`src/rtl/l2_params.svh`:
```
`ifndef L2_PARAMS_SVH
`define L2_PARAMS_SVH

// Cache geometry
`define L2_WAYS 4
`define L2_SETS 16
`define L2_WORDS_PER_LINE 4

// Byte addresses at or above 2**L2_ADDR_BITS are out of range
`define L2_ADDR_BITS 12

// Backing store cycles per line access
`define L2_MEM_DELAY 4

`endif
```
`src/rtl/l2_pkg.sv`:
```
`include "l2_params.svh"

package l2_pkg;

    typedef logic [31:0] word_t;
    typedef logic [3:0] strb_t;
    typedef logic [`L2_WORDS_PER_LINE*32-1:0] line_t;

    typedef logic [$clog2(`L2_SETS)-1:0] set_idx_t;
    typedef logic [$clog2(`L2_WORDS_PER_LINE)-1:0] offset_t;

    // Address bits 11 to 6, overlapping the top of the set index
    typedef logic [`L2_ADDR_BITS-7:0] tag_t;

    typedef logic [`L2_WAYS-1:0] way_oh_t;

    // Tag and set together name one line of the backing store
    typedef logic [$bits(tag_t)+$bits(set_idx_t)-1:0] line_addr_t;

    typedef enum logic [2:0] {
        idle,
        lookup,
        compare,
        writeback,
        refill,
        finish
    } ctrl_state_t;

endpackage

```
`src/rtl/l2_ctrl.sv`:
```
`include "l2_params.svh"

module l2_ctrl (
    input  logic                clk,
    input  logic                rst_n,
    // APB slave
    input  logic                psel,
    input  logic                penable,
    input  logic                pwrite,
    input  logic [31:0]         paddr,
    input  l2_pkg::word_t       pwdata,
    input  l2_pkg::strb_t       pstrb,
    output l2_pkg::word_t       prdata,
    output logic                pready,
    output logic                pslverr,
    // Address fields, shared by both arrays
    output l2_pkg::set_idx_t    req_set,
    output l2_pkg::tag_t        req_tag,
    output l2_pkg::offset_t     req_offset,
    // Tag array
    output logic                tag_rd_en,
    output logic                tag_wr_en,
    output l2_pkg::way_oh_t     tag_wr_way,
    output logic                tag_wr_dirty,
    input  l2_pkg::way_oh_t     hit_way,
    input  l2_pkg::way_oh_t     victim_way,
    input  l2_pkg::tag_t        victim_tag,
    input  logic                victim_dirty,
    // Data array
    output l2_pkg::way_oh_t     way_we,
    output logic                replace,
    output l2_pkg::strb_t       wr_strb,
    output l2_pkg::word_t       word_in,
    input  l2_pkg::line_t       line_out0,
    input  l2_pkg::line_t       line_out1,
    input  l2_pkg::line_t       line_out2,
    input  l2_pkg::line_t       line_out3,
    // Backing store
    output logic                mem_req,
    output logic                mem_write,
    output l2_pkg::line_addr_t  mem_addr,
    output l2_pkg::line_t       mem_wdata,
    input  logic                mem_done
);

    l2_pkg::ctrl_state_t state;
    l2_pkg::ctrl_state_t next_state;

    l2_pkg::line_t lines [`L2_WAYS];
    l2_pkg::line_t hit_line;
    l2_pkg::line_t victim_line;
    logic          hit;
    logic          out_of_range;
    logic          bad_access;

    ////////////////////////////////////////
    // Address decode
    ////////////////////////////////////////

    assign out_of_range = |paddr[31:`L2_ADDR_BITS];
    assign bad_access   = (state == l2_pkg::idle) && psel && penable && out_of_range;
    assign req_tag      = paddr[`L2_ADDR_BITS-1:6];
    assign req_set      = paddr[7:4];
    assign req_offset   = paddr[3:2];

    assign wr_strb = pstrb;
    assign word_in = pwdata;

    assign lines = '{line_out0, line_out1, line_out2, line_out3};
    assign hit   = |hit_way;

    always_comb begin
        hit_line    = '0;
        victim_line = '0;
        for (int w = 0; w < `L2_WAYS; w++) begin
            hit_line    = hit_line | (lines[w] & {$bits(l2_pkg::line_t){hit_way[w]}});
            victim_line = victim_line | (lines[w] & {$bits(l2_pkg::line_t){victim_way[w]}});
        end
    end

    // Write-back data is taken by the store with the request
    assign mem_wdata = victim_line;

    ////////////////////////////////////////
    // FSM
    ////////////////////////////////////////

    always_comb begin
        next_state   = state;
        tag_rd_en    = 1'b0;
        tag_wr_en    = 1'b0;
        tag_wr_way   = '0;
        tag_wr_dirty = 1'b0;
        way_we       = '0;
        replace      = 1'b0;
        mem_req      = 1'b0;
        mem_write    = 1'b0;
        mem_addr     = {req_tag, req_set};
        case (state)
            l2_pkg::idle: begin
                if (psel && penable && !out_of_range) begin
                    next_state = l2_pkg::lookup;
                end
            end
            l2_pkg::lookup: begin
                tag_rd_en  = 1'b1;
                next_state = l2_pkg::compare;
            end
            l2_pkg::compare: begin
                if (hit) begin
                    // Touch the LRU on every hit, mark dirty on a write
                    tag_wr_en    = 1'b1;
                    tag_wr_way   = hit_way;
                    tag_wr_dirty = pwrite;
                    way_we       = pwrite ? hit_way : '0;
                    next_state   = l2_pkg::finish;
                end else if (victim_dirty) begin
                    mem_req    = 1'b1;
                    mem_write  = 1'b1;
                    mem_addr   = {victim_tag, req_set};
                    next_state = l2_pkg::writeback;
                end else begin
                    mem_req    = 1'b1;
                    next_state = l2_pkg::refill;
                end
            end
            l2_pkg::writeback: begin
                if (mem_done) begin
                    mem_req    = 1'b1;
                    next_state = l2_pkg::refill;
                end
            end
            l2_pkg::refill: begin
                // New line goes in clean, then the lookup is retried
                if (mem_done) begin
                    way_we     = victim_way;
                    replace    = 1'b1;
                    tag_wr_en  = 1'b1;
                    tag_wr_way = victim_way;
                    next_state = l2_pkg::lookup;
                end
            end
            l2_pkg::finish: begin
                next_state = l2_pkg::idle;
            end
            default: begin
                next_state = l2_pkg::idle;
            end
        endcase
    end

    always_ff @(posedge clk) begin
        if (!rst_n) begin
            state <= l2_pkg::idle;
        end else begin
            state <= next_state;
        end
    end

    always_ff @(posedge clk) begin
        if (state == l2_pkg::compare && hit && !pwrite) begin
            prdata <= hit_line[{req_offset, 5'b00000} +: 32];
        end
    end

    assign pready  = (state == l2_pkg::finish) || bad_access;
    assign pslverr = bad_access;

    a_pready_in_access: assert property (@(posedge clk) disable iff (!rst_n)
        pready |-> psel && penable);

    // One line transfer at a time to the backing store
    a_mem_single: assert property (@(posedge clk) disable iff (!rst_n)
        mem_req |=> (!mem_req until mem_done));

endmodule

```
`config.mk`:
```
export PLATFORM = sky130hd
export DESIGN_NAME = l2_ctrl
export DESIGN_NICKNAME = d
export VERILOG_FILES = /design/src/rtl/l2_pkg.sv /design/src/rtl/l2_ctrl.sv
export VERILOG_INCLUDE_DIRS = /design/src /design/src/rtl
export SDC_FILE = /design/constraint.sdc
export NUM_CORES = 1
export LEC_CHECK = 0
export BUFFER_PORTS_ARGS = -buffer_cell sky130_fd_sc_hd__buf_2
export CELL_PAD_IN_SITES_DETAIL_PLACEMENT = 0
export CELL_PAD_IN_SITES_GLOBAL_PLACEMENT = 1
export CORE_AREA = 10 10 320 322
export CTS_BUF_LIST = sky130_fd_sc_hd__clkbuf_16
export DETAILED_ROUTE_END_ITERATION = 16
export DIE_AREA = 0 0 330 332
export HOLD_SLACK_MARGIN = 0.15
export PLACE_DENSITY = 0.45
export SETUP_SLACK_MARGIN = 0.15
export SYNTH_ARGS = -nofsm -noshare
export SYNTH_HDL_FRONTEND = slang
export SYNTH_SLANG_ARGS = --single-unit
```
`constraint.sdc`:
```
create_clock -name clk -period 8.9 [get_ports clk]
set_clock_uncertainty 0.2 [all_clocks]
set_input_delay 1.78 -clock clk [delete_from_list [all_inputs] [get_ports clk]]
set_output_delay 1.78 -clock clk [all_outputs]
set_load 0.05 [all_outputs]
```
==> impl_metrics.csv <==
group,metric,value,unit
pwr,power_density,98.77,nW/um2
synthesis,synth_most_common_cell,"a22oi_1",
die,die_w,330,um
cells_and_area,area_growth,61.48,%
clocking,cts_tree,"done",
synthesis,synth_flop_cell,"edfxtp_1",
cells_and_area,finalNetCount,2345,
synthesis,synth_cells,1153,
grt,use_met1,17.06,%
cells_and_area,multi_input_area,5872,um2
clocking,cts-root-buf,"clkbuf_16",
die,rows,114,
route,wl_per_cell,28.18,um
route,drc,0,
setup_path,reg2reg_depth,4,
synthesis,ys_top_cells_by_count,"a22oi_1 (512), nand2_1 (200), clkbuf_1 (88)",
setup_path,cp_data_arrival_time,3.91,ns
pwr,leakagePower,5.626,nW
clocking,ctsHoldBuffers,0,
place,globalplace.congestion,0.8384,
synthesis,netlist_area,7866,um2
route,firstDrtPassIters,5,
pwr,ir_worst_vdd,0.00006409,V
setup_path,startpoint_type,"input port",
job,maxCapViolCount,0,
place,placed_cells,3013,
cells_and_area,fillers,11370,
worst_hold_path,hold_class,"reg2reg",
setup_path,timing.rr.end,"prdata[14]",
clocking,clk_latency,0.31,ns
route,num_vias,12830,
sta,setup_viol,0,
setup_path,cp_max_fo,62,
setup_path,setup.worst_path.end,"mem_wdata[118]",
setup_path,r2r_setup_slack,6.58,ns
place,dp_hpwl,69.22,mm
setup_path,worstSetupPathType,"in2out",
clocking,post_cts_resized,0,
synthesis,synth_cell_types,33,
clocking,cts_setup_buffers,0,
clocking,cts_buffers,5,
die,core_area,95990,um2
clocking,htree_levels,2,
sta,rsz0062_at_grt,"false",
grt,grt_pass1_vias,13720,
grt,antenna_found_initial,24,
sta,maxSlewViolCount,0,
route,viasPerCell,4.233,
setup_path,crit_path_end_kind,"output port",
status,status,"complete, no violations",
grt,overflow,0,
synthesis,ys_seq_area_share,12.98,%
synthesis,syn_nets,1754,
synthesis,syn_area_per_cell,6.822,um2
die,initial_core_util,8.195,%
sta,finalCritPeriodShare,66.21,%
setup_path,crit_required,6.92,ns
synthesis,yosysTopAreaCellShare,48.86,%
grt,gr-usage-met3,4.237,%
grt,busiest_layer,"met2",
setup_path,crit_start,"victim_way[2]",
place,io_buffers,754,
grt,gr-usage-met2,25.57,%
route,drtIter0Drc,1023,
route,antenna_left,0,
synthesis,netlist_top_cells_area,"a22oi_1 (49%), edfxtp_1 (12%), nand2_1 (9.5%)",
sta,max-slew-margin-rel,33.02,%
sta,tns,0,ns
clocking,cts_buffer_depth,2,
sta,hold_viol,0,
grt,grtUsageTotal,14.56,%
synthesis,synth_area_leader_cell,"a22oi_1",
sta,fmax,169.7,MHz
setup_path,reg2reg_from,"state[1]",
die,die_area,109600,um2
route,wirelength,85.43,mm
synthesis,synthArstFlopShare,0,%
sta,fin_crit,5.893,ns
cells_and_area,drive_gt1_share,45.56,%
cells_and_area,register_area,1021,um2
synthesis,ys_warn_count,0,
die,die_y,332,um
grt,grt_max_degree,131,
sta,tightest_slew,1.005,ns
clocking,cts.reportedPaths.clkPinSlew,0.06,ns
die,num_io_pins,835,
cells_and_area,fin_cells,3032,
grt,grt_pass1_wl,114.2,mm
synthesis,ys_seq_elements,35,
clocking,clock-sinks,35,
synthesis,synth_edf_count,32,
metal layers:
layer | up-vias | part of all wire, %
met5 | - | 0.088
met3 | 98 | 8.5
met2 | 699 | 49
met4 | 12 | 2.5
li1 | 5786 | -
met1 | 6239 | 40
worst min path at each step:
| stage | from | endpoint | slack, ns | depth (start not counted) |
|---|---|---|---|---|
| 2_1_floorplan | state[2] | state[2] | 0.39 | 3 |
| 3_3_place_gp | state[0] | state[1] | 0.55 | 2 |
| 3_5_place_dp | state[0] | state[1] | 0.54 | 2 |
| 4_1_cts | state[0] | state[1] | 0.56 | 2 |
| 5_1_grt | state[0] | state[1] | 0.64 | 2 |
| 6_report | state[1] | state[1] | 0.56 | 3 |
critical path, cell delays in order:
cell,delay [ns]
buf_4,0.73
buf_4,0.61
a22oi_1,0.17
nand2_1,0.21
buf_2,0.30
layout make-up:
cell class / count / area share, %
clock inverter: 3 / 0.3448
sequential: 35 / 8.038
inverter: 2 / 0.05910
antenna: 11 / 0.2167
tap: 1276 / 12.57
clock buffer: 5 / 0.9850
multi-input combinational: 924 / 46.23
timing repair buffer: 776 / 31.56
logic make-up after synthesis:
| kind of cell | share of synthesized area (%) |
|---|---|
| buffers and inverters | 12.47 |
| flip-flops | 12.98 |
| multiplexers | 0.8589 |
| AND/OR/NAND/NOR | 16.08 |
| AO/OA/AOI/OAI | 57.61 |
report_power, final:
group / switching [W] / internal, W / total (W) / leakage (nW)
registers: 0.0000000000156 / 0.000182 / 0.000182 / 0.310
clock network: 0.000105 / 0.000133 / 0.000239 / 0.0838
logic: 0.000584 / 0.000251 / 0.000834 / 5.23
total: 0.000689 / 0.000566 / 0.00125 / 5.63
cell usage in the layout (no fill, tap or decap), types with 3 or more instances in the layout:
master     instances
buf_2            744
a22oi_1          512
nand2_1          200
o21ai_0           67
nand3_1           65
o211ai_1          33
edfxtp_1          32
buf_4             27
diode_2           11
mux2_2             6
nor2_1             5
nor4_1             5
clkbuf_16          5
a32oi_1            4
nand3b_1           4
a22o_1             4
buf_12             3
dfxtp_1            3
sequential cells by signal (all words and copies together), names as in the netlist:
register  count
prdata       32
state         3
metrics by stage:
stage | hold WS [ns] | util, % | cell area (um2) | worst slack (ns) | total power, W
finish | 0.5591 | 13.23 | 12700 | 3.007 | 0.001255
global route | 0.6403 | 13.22 | 12690 | 2.938 | 0.001340
CTS | 0.5564 | 13.20 | 12670 | 3.043 | 0.001288
detailed placement | 0.5386 | 13.03 | 12510 | 3.045 | 0.001037
global placement | 0.5474 | 13.03 | 12510 | 3.049 | 0.001039
floorplan | 0.3922 | - | 7866 | 3.823 | 0.0006923
No activity file was read; power rests on OpenSTA's default activity.
