## src/rtl/l2_params.svh

```systemverilog
`ifndef L2_PARAMS_SVH
`define L2_PARAMS_SVH

// Cache geometry
`define L2_WAYS 4
`define L2_SETS 16
`define L2_WORDS_PER_LINE 4

// Byte addresses at or above 2**L2_ADDR_BITS are out of range
`define L2_ADDR_BITS 12

// Backing store cycles per line access
`define L2_MEM_DELAY 4

`endif
```

## src/rtl/l2_pkg.sv

```systemverilog
`include "l2_params.svh"

package l2_pkg;

    typedef logic [31:0] word_t;
    typedef logic [3:0] strb_t;
    typedef logic [`L2_WORDS_PER_LINE*32-1:0] line_t;

    typedef logic [$clog2(`L2_SETS)-1:0] set_idx_t;
    typedef logic [$clog2(`L2_WORDS_PER_LINE)-1:0] offset_t;

    // Address bits 11 to 6, overlapping the top of the set index
    typedef logic [`L2_ADDR_BITS-7:0] tag_t;

    typedef logic [`L2_WAYS-1:0] way_oh_t;

    // Tag and set together name one line of the backing store
    typedef logic [$bits(tag_t)+$bits(set_idx_t)-1:0] line_addr_t;

    typedef enum logic [2:0] {
        idle,
        lookup,
        compare,
        writeback,
        refill,
        finish
    } ctrl_state_t;

endpackage

```

## src/rtl/l2_tag_array.sv

```systemverilog
`include "l2_params.svh"

module l2_tag_array (
    input  logic              clk,
    input  logic              rst_n,
    input  logic              rd_en,
    input  l2_pkg::set_idx_t  set,
    input  l2_pkg::tag_t      lookup_tag,
    input  logic              wr_en,
    input  l2_pkg::way_oh_t   wr_way,
    input  l2_pkg::tag_t      wr_tag,
    input  logic              wr_dirty,
    output l2_pkg::way_oh_t   hit_way,
    output l2_pkg::way_oh_t   victim_way,
    output l2_pkg::tag_t      victim_tag,
    output logic              victim_dirty
);

    localparam int way_bits = $clog2(`L2_WAYS);

    l2_pkg::tag_t         tags  [`L2_SETS][`L2_WAYS];
    logic [`L2_WAYS-1:0]  valid [`L2_SETS];
    logic [`L2_WAYS-1:0]  dirty [`L2_SETS];
    // Tree bits: [0] picks the pair, [1] the left way, [2] the right way
    logic [2:0]           plru  [`L2_SETS];

    l2_pkg::way_oh_t      hit_vec;
    logic [way_bits-1:0]  pick;
    logic [way_bits-1:0]  wr_idx;
    logic [2:0]           plru_next;
    logic                 found;
    logic                 same_line;

    always_comb begin
        for (int w = 0; w < `L2_WAYS; w++) begin
            hit_vec[w] = valid[set][w] && (tags[set][w] == lookup_tag);
        end
    end

    // Invalid way first, else follow the tree
    always_comb begin
        found = 1'b0;
        pick  = plru[set][0] ? {1'b1, plru[set][2]} : {1'b0, plru[set][1]};
        for (int w = 0; w < `L2_WAYS; w++) begin
            if (!valid[set][w] && !found) begin
                pick  = way_bits'(w);
                found = 1'b1;
            end
        end
    end

    always_comb begin
        wr_idx = '0;
        for (int w = 0; w < `L2_WAYS; w++) begin
            if (wr_way[w]) begin
                wr_idx = way_bits'(w);
            end
        end
    end

    // Point the tree away from the way just touched
    always_comb begin
        plru_next    = plru[set];
        plru_next[0] = ~wr_idx[1];
        if (wr_idx[1]) begin
            plru_next[2] = ~wr_idx[0];
        end else begin
            plru_next[1] = ~wr_idx[0];
        end
    end

    assign same_line = valid[set][wr_idx] && (tags[set][wr_idx] == wr_tag);

    ////////////////////////////////////////
    // Control state
    ////////////////////////////////////////

    always_ff @(posedge clk) begin
        if (!rst_n) begin
            for (int s = 0; s < `L2_SETS; s++) begin
                valid[s] <= '0;
                plru[s]  <= '0;
            end
            hit_way      <= '0;
            victim_way   <= '0;
            victim_dirty <= 1'b0;
        end else begin
            if (rd_en) begin
                hit_way      <= hit_vec;
                victim_way   <= l2_pkg::way_oh_t'(1) << pick;
                victim_dirty <= valid[set][pick] && dirty[set][pick];
            end
            if (wr_en) begin
                valid[set][wr_idx] <= 1'b1;
                plru[set]          <= plru_next;
            end
        end
    end

    ////////////////////////////////////////
    // Tags and dirty bits
    ////////////////////////////////////////

    always_ff @(posedge clk) begin
        if (rd_en) begin
            victim_tag <= tags[set][pick];
        end
        if (wr_en) begin
            tags[set][wr_idx]  <= wr_tag;
            // A rewrite of the same line keeps it dirty
            dirty[set][wr_idx] <= wr_dirty || (same_line && dirty[set][wr_idx]);
        end
    end

endmodule

```

## config.mk

```make
export PLATFORM = sky130hd
export DESIGN_NAME = l2_tag_array
export DESIGN_NICKNAME = d
export VERILOG_FILES = /design/src/rtl/l2_pkg.sv /design/src/rtl/l2_tag_array.sv
export VERILOG_INCLUDE_DIRS = /design/src /design/src/rtl
export SDC_FILE = /design/constraint.sdc
export NUM_CORES = 1
export LEC_CHECK = 0
export BUFFER_PORTS_ARGS = -buffer_cell sky130_fd_sc_hd__buf_4
export CAP_MARGIN = 5
export CORE_MARGIN = 8
export CORE_UTILIZATION = 60
export CTS_CLUSTER_DIAMETER = 80
export DETAILED_ROUTE_END_ITERATION = 12
export PLACE_DENSITY = 0.75
export SETUP_SLACK_MARGIN = 0.15
export SLEW_MARGIN = 0
export SYNTH_ARGS = -nofsm -noshare
export SYNTH_HDL_FRONTEND = slang
export SYNTH_SLANG_ARGS = --single-unit
```

## constraint.sdc

```tcl
create_clock -name clk -period 7.4 [get_ports clk]
set_input_delay 0 -clock clk [delete_from_list [all_inputs] [get_ports clk]]
set_output_delay 0 -clock clk [all_outputs]
set_load 0.005 [all_outputs]
```

==> results.txt <==
* Power Density: between 200 and 300 mW/mm2
- Buffer type at the clock tree root: sky130_fd_sc_hd__clkbuf_16
- The critical path is of the in -> reg type.
- Die outline area: 0.04634 mm2
- Timing would allow up to approximately 260 MHz.
* Max-capacitance violation count: 0
- Mean Syn Cell Area: between 15 and 20 um2
- Kind of end point of the critical path: flop
* Final design instance area without fill: about 0.026 mm2
- After clock tree synthesis, the setup repair step added 0 buffers.
- The via count of the first global-routing pass was between 10000 and 15000.
* Final total power: approximately 6700 uW
- H-tree levels: 2
- Summed over all nets, the switching power comes to about 1500 uW.
- The sequential cells in the finished layout cover a total of between 0.015 and 0.02 mm2.
- Ys flop type: sky130_fd_sc_hd__edfxtp_1
- Initial standard-cell utilization of the core: between 60% and 70%
- The flow ran to the end, and the final reports show no timing, DRC or antenna violations.
- For the pin with the worst max-slew slack, the measured transition is roughly 1200 ps.
- Clock latency on the worst-skew pair, taken at its later pin, is roughly 600 ps.
- Cells with a size suffix above 1 make up between 10% and 20% of the layout.
- Congestion Overflow GR: 0
- Synthesized instance count: roughly 1400
- Along the worst path, the maximum fanout reaches slightly above 70.
- Summing over every cut layer, the via total after detailed routing is approximately 13000.
- Global placement routability congestion: 0.9247
* Peak supply drop: 215.5 uV
- Critical path required time: about 7600 ps
- Summed instance area of the synthesized netlist: roughly 0.024 mm2
* Fin crit share: around half
* Initial antenna violation count: 2
- Counting flops with an async set or reset pin after synthesis yields a share of 0%.
* Final critical delay including setup and external delays: 3800 ps
- Flop pwr share: a little over half
* Cell area after placement: about 0.024 mm2
- Vias/cell: approximately 6.5
- Data arrival time at the worst-slack endpoint: between 4000 and 5000 ps
* Area of the core region: between 0.03 and 0.04 mm2
* Chip Height: between 200 and 250 um
* TritonCTS buffer count: 56
* Average wire per cell in the routed design: 28.28 um
- First-pass iteration count of the detailed router: 5
- The synthesized netlist contains between 60 and 70 unique library cells.
- Number of buffers added on ports: 38
- After filler insertion, the fill cell instance count of the layout stands at between 2000 and 3000.
- After the last flow step, the layout net total stands at approximately 1500.
- Number of enable flip-flop cells after synthesis: 502
- CTS clk-pin slew, worst paths: roughly 60 ps
* Worst Skew: around 25 ps
- Proportion of synthesized chip area in sequential cells: between 60 and 70%
* Initial DRC count: 1518
- WL final: about 58000 um
- TritonCTS clock tree: done
- Static power due to leakage: slightly below 0.009 uW
- Placed wire-length estimate after detailed placement: ~37000 um
* Switching portion of total power: 21.97%
- First-pass GRT wire length: 85990 um
* Final setup violation count: 0
* Share of total power in the clock network: roughly two fifths
- Die span in x: about 220 um
- ANT nets after route: 0
- Number of design rule violations left after detail routing: 0
- When the netlist entered floorplanning its net count stood at roughly 1500.
- From synthesis to final layout, the design area changed by 10.68%.
- Counting flops and latches in the post-synthesis netlist gives about 580.
- The worst setup path is launched from an input port.
- Global routing used about 25% of the available tracks across all layers.
* Maximum number of pins on one net before global-route repair: 92
- Area of the multi-input gates: around 0.0068 mm2
- In the final timing run, aggregate negative setup slack is 0 ps.
- # rows: between 70 and 80
- Number of clock sinks seen by CTS: between 500 and 600
- Setup repair after global routing left no endpoint under its margin.
* Combinational share of power: under 10%
- The path class of the tightest hold or removal check is in -> reg.
- The final max-slew violation count came to 0.
- The worst pin sits at a relative slew slack of 17.45%.
* Cell-internal power: ~5200 uW
* Num ports: 40
- The Yosys step of the flow raised 0 warnings.
* Clock Tree Buf Depth: 3
* Number of endpoints with negative hold slack in the final report: 0
[Yosys cell counts (3+ instances only)]
| library cell | count | share of area (%) |
|---|---|---|
| sky130_fd_sc_hd__nor3_1 | 12 | 0.25 |
| sky130_fd_sc_hd__a22oi_1 | 20 | 0.63 |
| sky130_fd_sc_hd__a221oi_1 | 4 | 0.15 |
| sky130_fd_sc_hd__nand2b_1 | 5 | 0.13 |
| sky130_fd_sc_hd__buf_4 | 9 | 0.28 |
| sky130_fd_sc_hd__clkbuf_1 | 45 | 0.71 |
| sky130_fd_sc_hd__o22ai_1 | 3 | 0.079 |
| sky130_fd_sc_hd__nor3b_1 | 3 | 0.095 |
| sky130_fd_sc_hd__mux2i_1 | 77 | 3.2 |
| sky130_fd_sc_hd__and2_1 | 6 | 0.16 |
| sky130_fd_sc_hd__mux4_2 | 128 | 12 |
| sky130_fd_sc_hd__nand2_1 | 85 | 1.3 |
| sky130_fd_sc_hd__nand4_1 | 10 | 0.26 |
| sky130_fd_sc_hd__a221o_1 | 3 | 0.13 |
| sky130_fd_sc_hd__a21o_1 | 3 | 0.095 |
| sky130_fd_sc_hd__nor4b_1 | 5 | 0.18 |
| sky130_fd_sc_hd__a21oi_1 | 17 | 0.36 |
| sky130_fd_sc_hd__o21ai_0 | 29 | 0.61 |
| sky130_fd_sc_hd__nand3_1 | 33 | 0.69 |
| sky130_fd_sc_hd__nor2_1 | 143 | 2.3 |
| sky130_fd_sc_hd__o31ai_1 | 3 | 0.095 |
| sky130_fd_sc_hd__o21a_1 | 54 | 1.7 |
| sky130_fd_sc_hd__xnor2_1 | 9 | 0.33 |
| sky130_fd_sc_hd__mux2_2 | 17 | 0.80 |
| sky130_fd_sc_hd__a32o_1 | 4 | 0.17 |
| sky130_fd_sc_hd__a211oi_1 | 4 | 0.13 |
| sky130_fd_sc_hd__nor2b_1 | 11 | 0.29 |
| sky130_fd_sc_hd__and3_1 | 5 | 0.13 |
| sky130_fd_sc_hd__inv_1 | 8 | 0.13 |
| sky130_fd_sc_hd__a31oi_1 | 9 | 0.24 |
| sky130_fd_sc_hd__edfxtp_1 | 502 | 63 |
| sky130_fd_sc_hd__buf_2 | 15 | 0.32 |
| sky130_fd_sc_hd__or3_1 | 5 | 0.13 |
| sky130_fd_sc_hd__a22o_1 | 5 | 0.18 |
| sky130_fd_sc_hd__buf_6 | 10 | 0.47 |
| sky130_fd_sc_hd__xor2_1 | 10 | 0.37 |
| sky130_fd_sc_hd__dfxtp_1 | 73 | 6.1 |
| sky130_fd_sc_hd__buf_1 | 8 | 0.13 |
[area by class of cell]
type                            instances  share of cell area, %
Sequential cell                       575                  62.71
Tap cell                              525                  2.491
Antenna cell                            2                0.01898
Clock inverter                         23                 0.7497
Timing Repair Buffer                   77                  2.439
Inverter                               10                 0.1423
Multi-Input combinational cell        754                  25.67
Clock buffer                           83                  5.779
[flip-flops by register name (all words and copies together) (netlist names)]
name	flops
plru	48
hit_way	4
victim_way	4
dirty	64
victim_tag	6
tags	384
valid	64
victim_dirty	1
[power groups by stage]
| stage | clock [uW] | sequential, uW | combinational (uW) |
|---|---|---|---|
| after detailed placement | 0 | 3630 | 436 |
| final | 2710 | 3570 | 448 |
| after global routing | 2860 | 3570 | 473 |
| after global placement | 0 | 3630 | 431 |
| after CTS | 2730 | 3570 | 445 |
| after floorplan | 0 | 3630 | 276 |
[critical path, cell delays in order]
cell and delay [ps]:
sky130_fd_sc_hd__buf_8 470, sky130_fd_sc_hd__buf_12 360, sky130_fd_sc_hd__mux4_2 560, sky130_fd_sc_hd__mux4_2 620, sky130_fd_sc_hd__and2_1 200, sky130_fd_sc_hd__or3_1 310, sky130_fd_sc_hd__a211oi_1 300, sky130_fd_sc_hd__a41o_2 950
[logic make-up after synthesis]
family	Yosys count	synth area share (%)
flops	575	69.40
xor+xnor	19	0.6984
compound gates	182	5.414
buf+inv	99	2.190
mux	222	16.14
simple gates	331	6.160
[metal layers]
| metal | track usage [%] | part of all wire, % | vias up |
|---|---|---|---|
| li1 | - | - | 5746 |
| met1 | 34.28 | 40 | 6835 |
| met2 | 39.07 | 48 | 725 |
| met3 | 5.014 | 9.3 | 113 |
| met4 | 8.988 | 3.3 | 0 |
| met5 | 0 | 0 | - |
[timing repair]
| action | in CTS | in global routing |
|---|---|---|
| resized for setup | 0 | 0 |
| endpoints found under the hold margin | 296 | 0 |
| hold buffers | 18 | 0 |
[through the flow]
stage                     worst slack, ps  utilization (%)  cells  hold WS (ps)
after floorplan                      4053                -   1428         98.87
after global placement               3016            62.00   1923         344.7
after detailed placement             2922            62.00   1923         353.5
after CTS                            3533            66.82   2047         1.133
after global routing                 3302            66.83   2049         45.97
final                                3600            66.83   2049         32.57
[path summary, 6_finish.rpt]
check                             from                     to  slack [ps]  cells after the start
setup / recovery                set[0]  dirty[0][1]$_DFFE_PP_        3600                      8
hold / removal                  set[2]   valid[15][0]$_DFF_P_          30                      3
setup reg to reg  tags[7][7]$_DFFE_PP_  dirty[0][1]$_DFFE_PP_        3670                      6
hold reg to reg   valid[14][2]$_DFF_P_   valid[14][2]$_DFF_P_         460                      1
[cell usage in the layout, fill, tap and decap left out, types with 5 or more instances in the layout]
| master | n |
|---|---|
| sky130_fd_sc_hd__edfxtp_1 | 502 |
| sky130_fd_sc_hd__nor2_1 | 143 |
| sky130_fd_sc_hd__mux4_2 | 128 |
| sky130_fd_sc_hd__nand2_1 | 85 |
| sky130_fd_sc_hd__mux2i_1 | 77 |
| sky130_fd_sc_hd__dfxtp_1 | 73 |
| sky130_fd_sc_hd__clkbuf_16 | 57 |
| sky130_fd_sc_hd__buf_4 | 57 |
| sky130_fd_sc_hd__o21a_1 | 54 |
| sky130_fd_sc_hd__nand3_1 | 33 |
| sky130_fd_sc_hd__o21ai_0 | 29 |
| sky130_fd_sc_hd__clkbuf_1 | 26 |
| sky130_fd_sc_hd__a22oi_1 | 20 |
| sky130_fd_sc_hd__dlygate4sd3_1 | 18 |
| sky130_fd_sc_hd__mux2_2 | 17 |
| sky130_fd_sc_hd__a21oi_1 | 17 |
| sky130_fd_sc_hd__nor3_1 | 12 |
| sky130_fd_sc_hd__nor2b_1 | 11 |
| sky130_fd_sc_hd__clkinv_1 | 11 |
| sky130_fd_sc_hd__nand4_1 | 10 |
| sky130_fd_sc_hd__xor2_1 | 10 |
| sky130_fd_sc_hd__a31oi_1 | 9 |
| sky130_fd_sc_hd__xnor2_1 | 9 |
| sky130_fd_sc_hd__inv_1 | 7 |
| sky130_fd_sc_hd__and2_1 | 6 |
| sky130_fd_sc_hd__nand2b_1 | 5 |
| sky130_fd_sc_hd__and3_1 | 5 |
| sky130_fd_sc_hd__a22o_1 | 5 |
| sky130_fd_sc_hd__or3_1 | 5 |
| sky130_fd_sc_hd__nor4b_1 | 5 |
No activity file was read; power rests on OpenSTA's default activity.
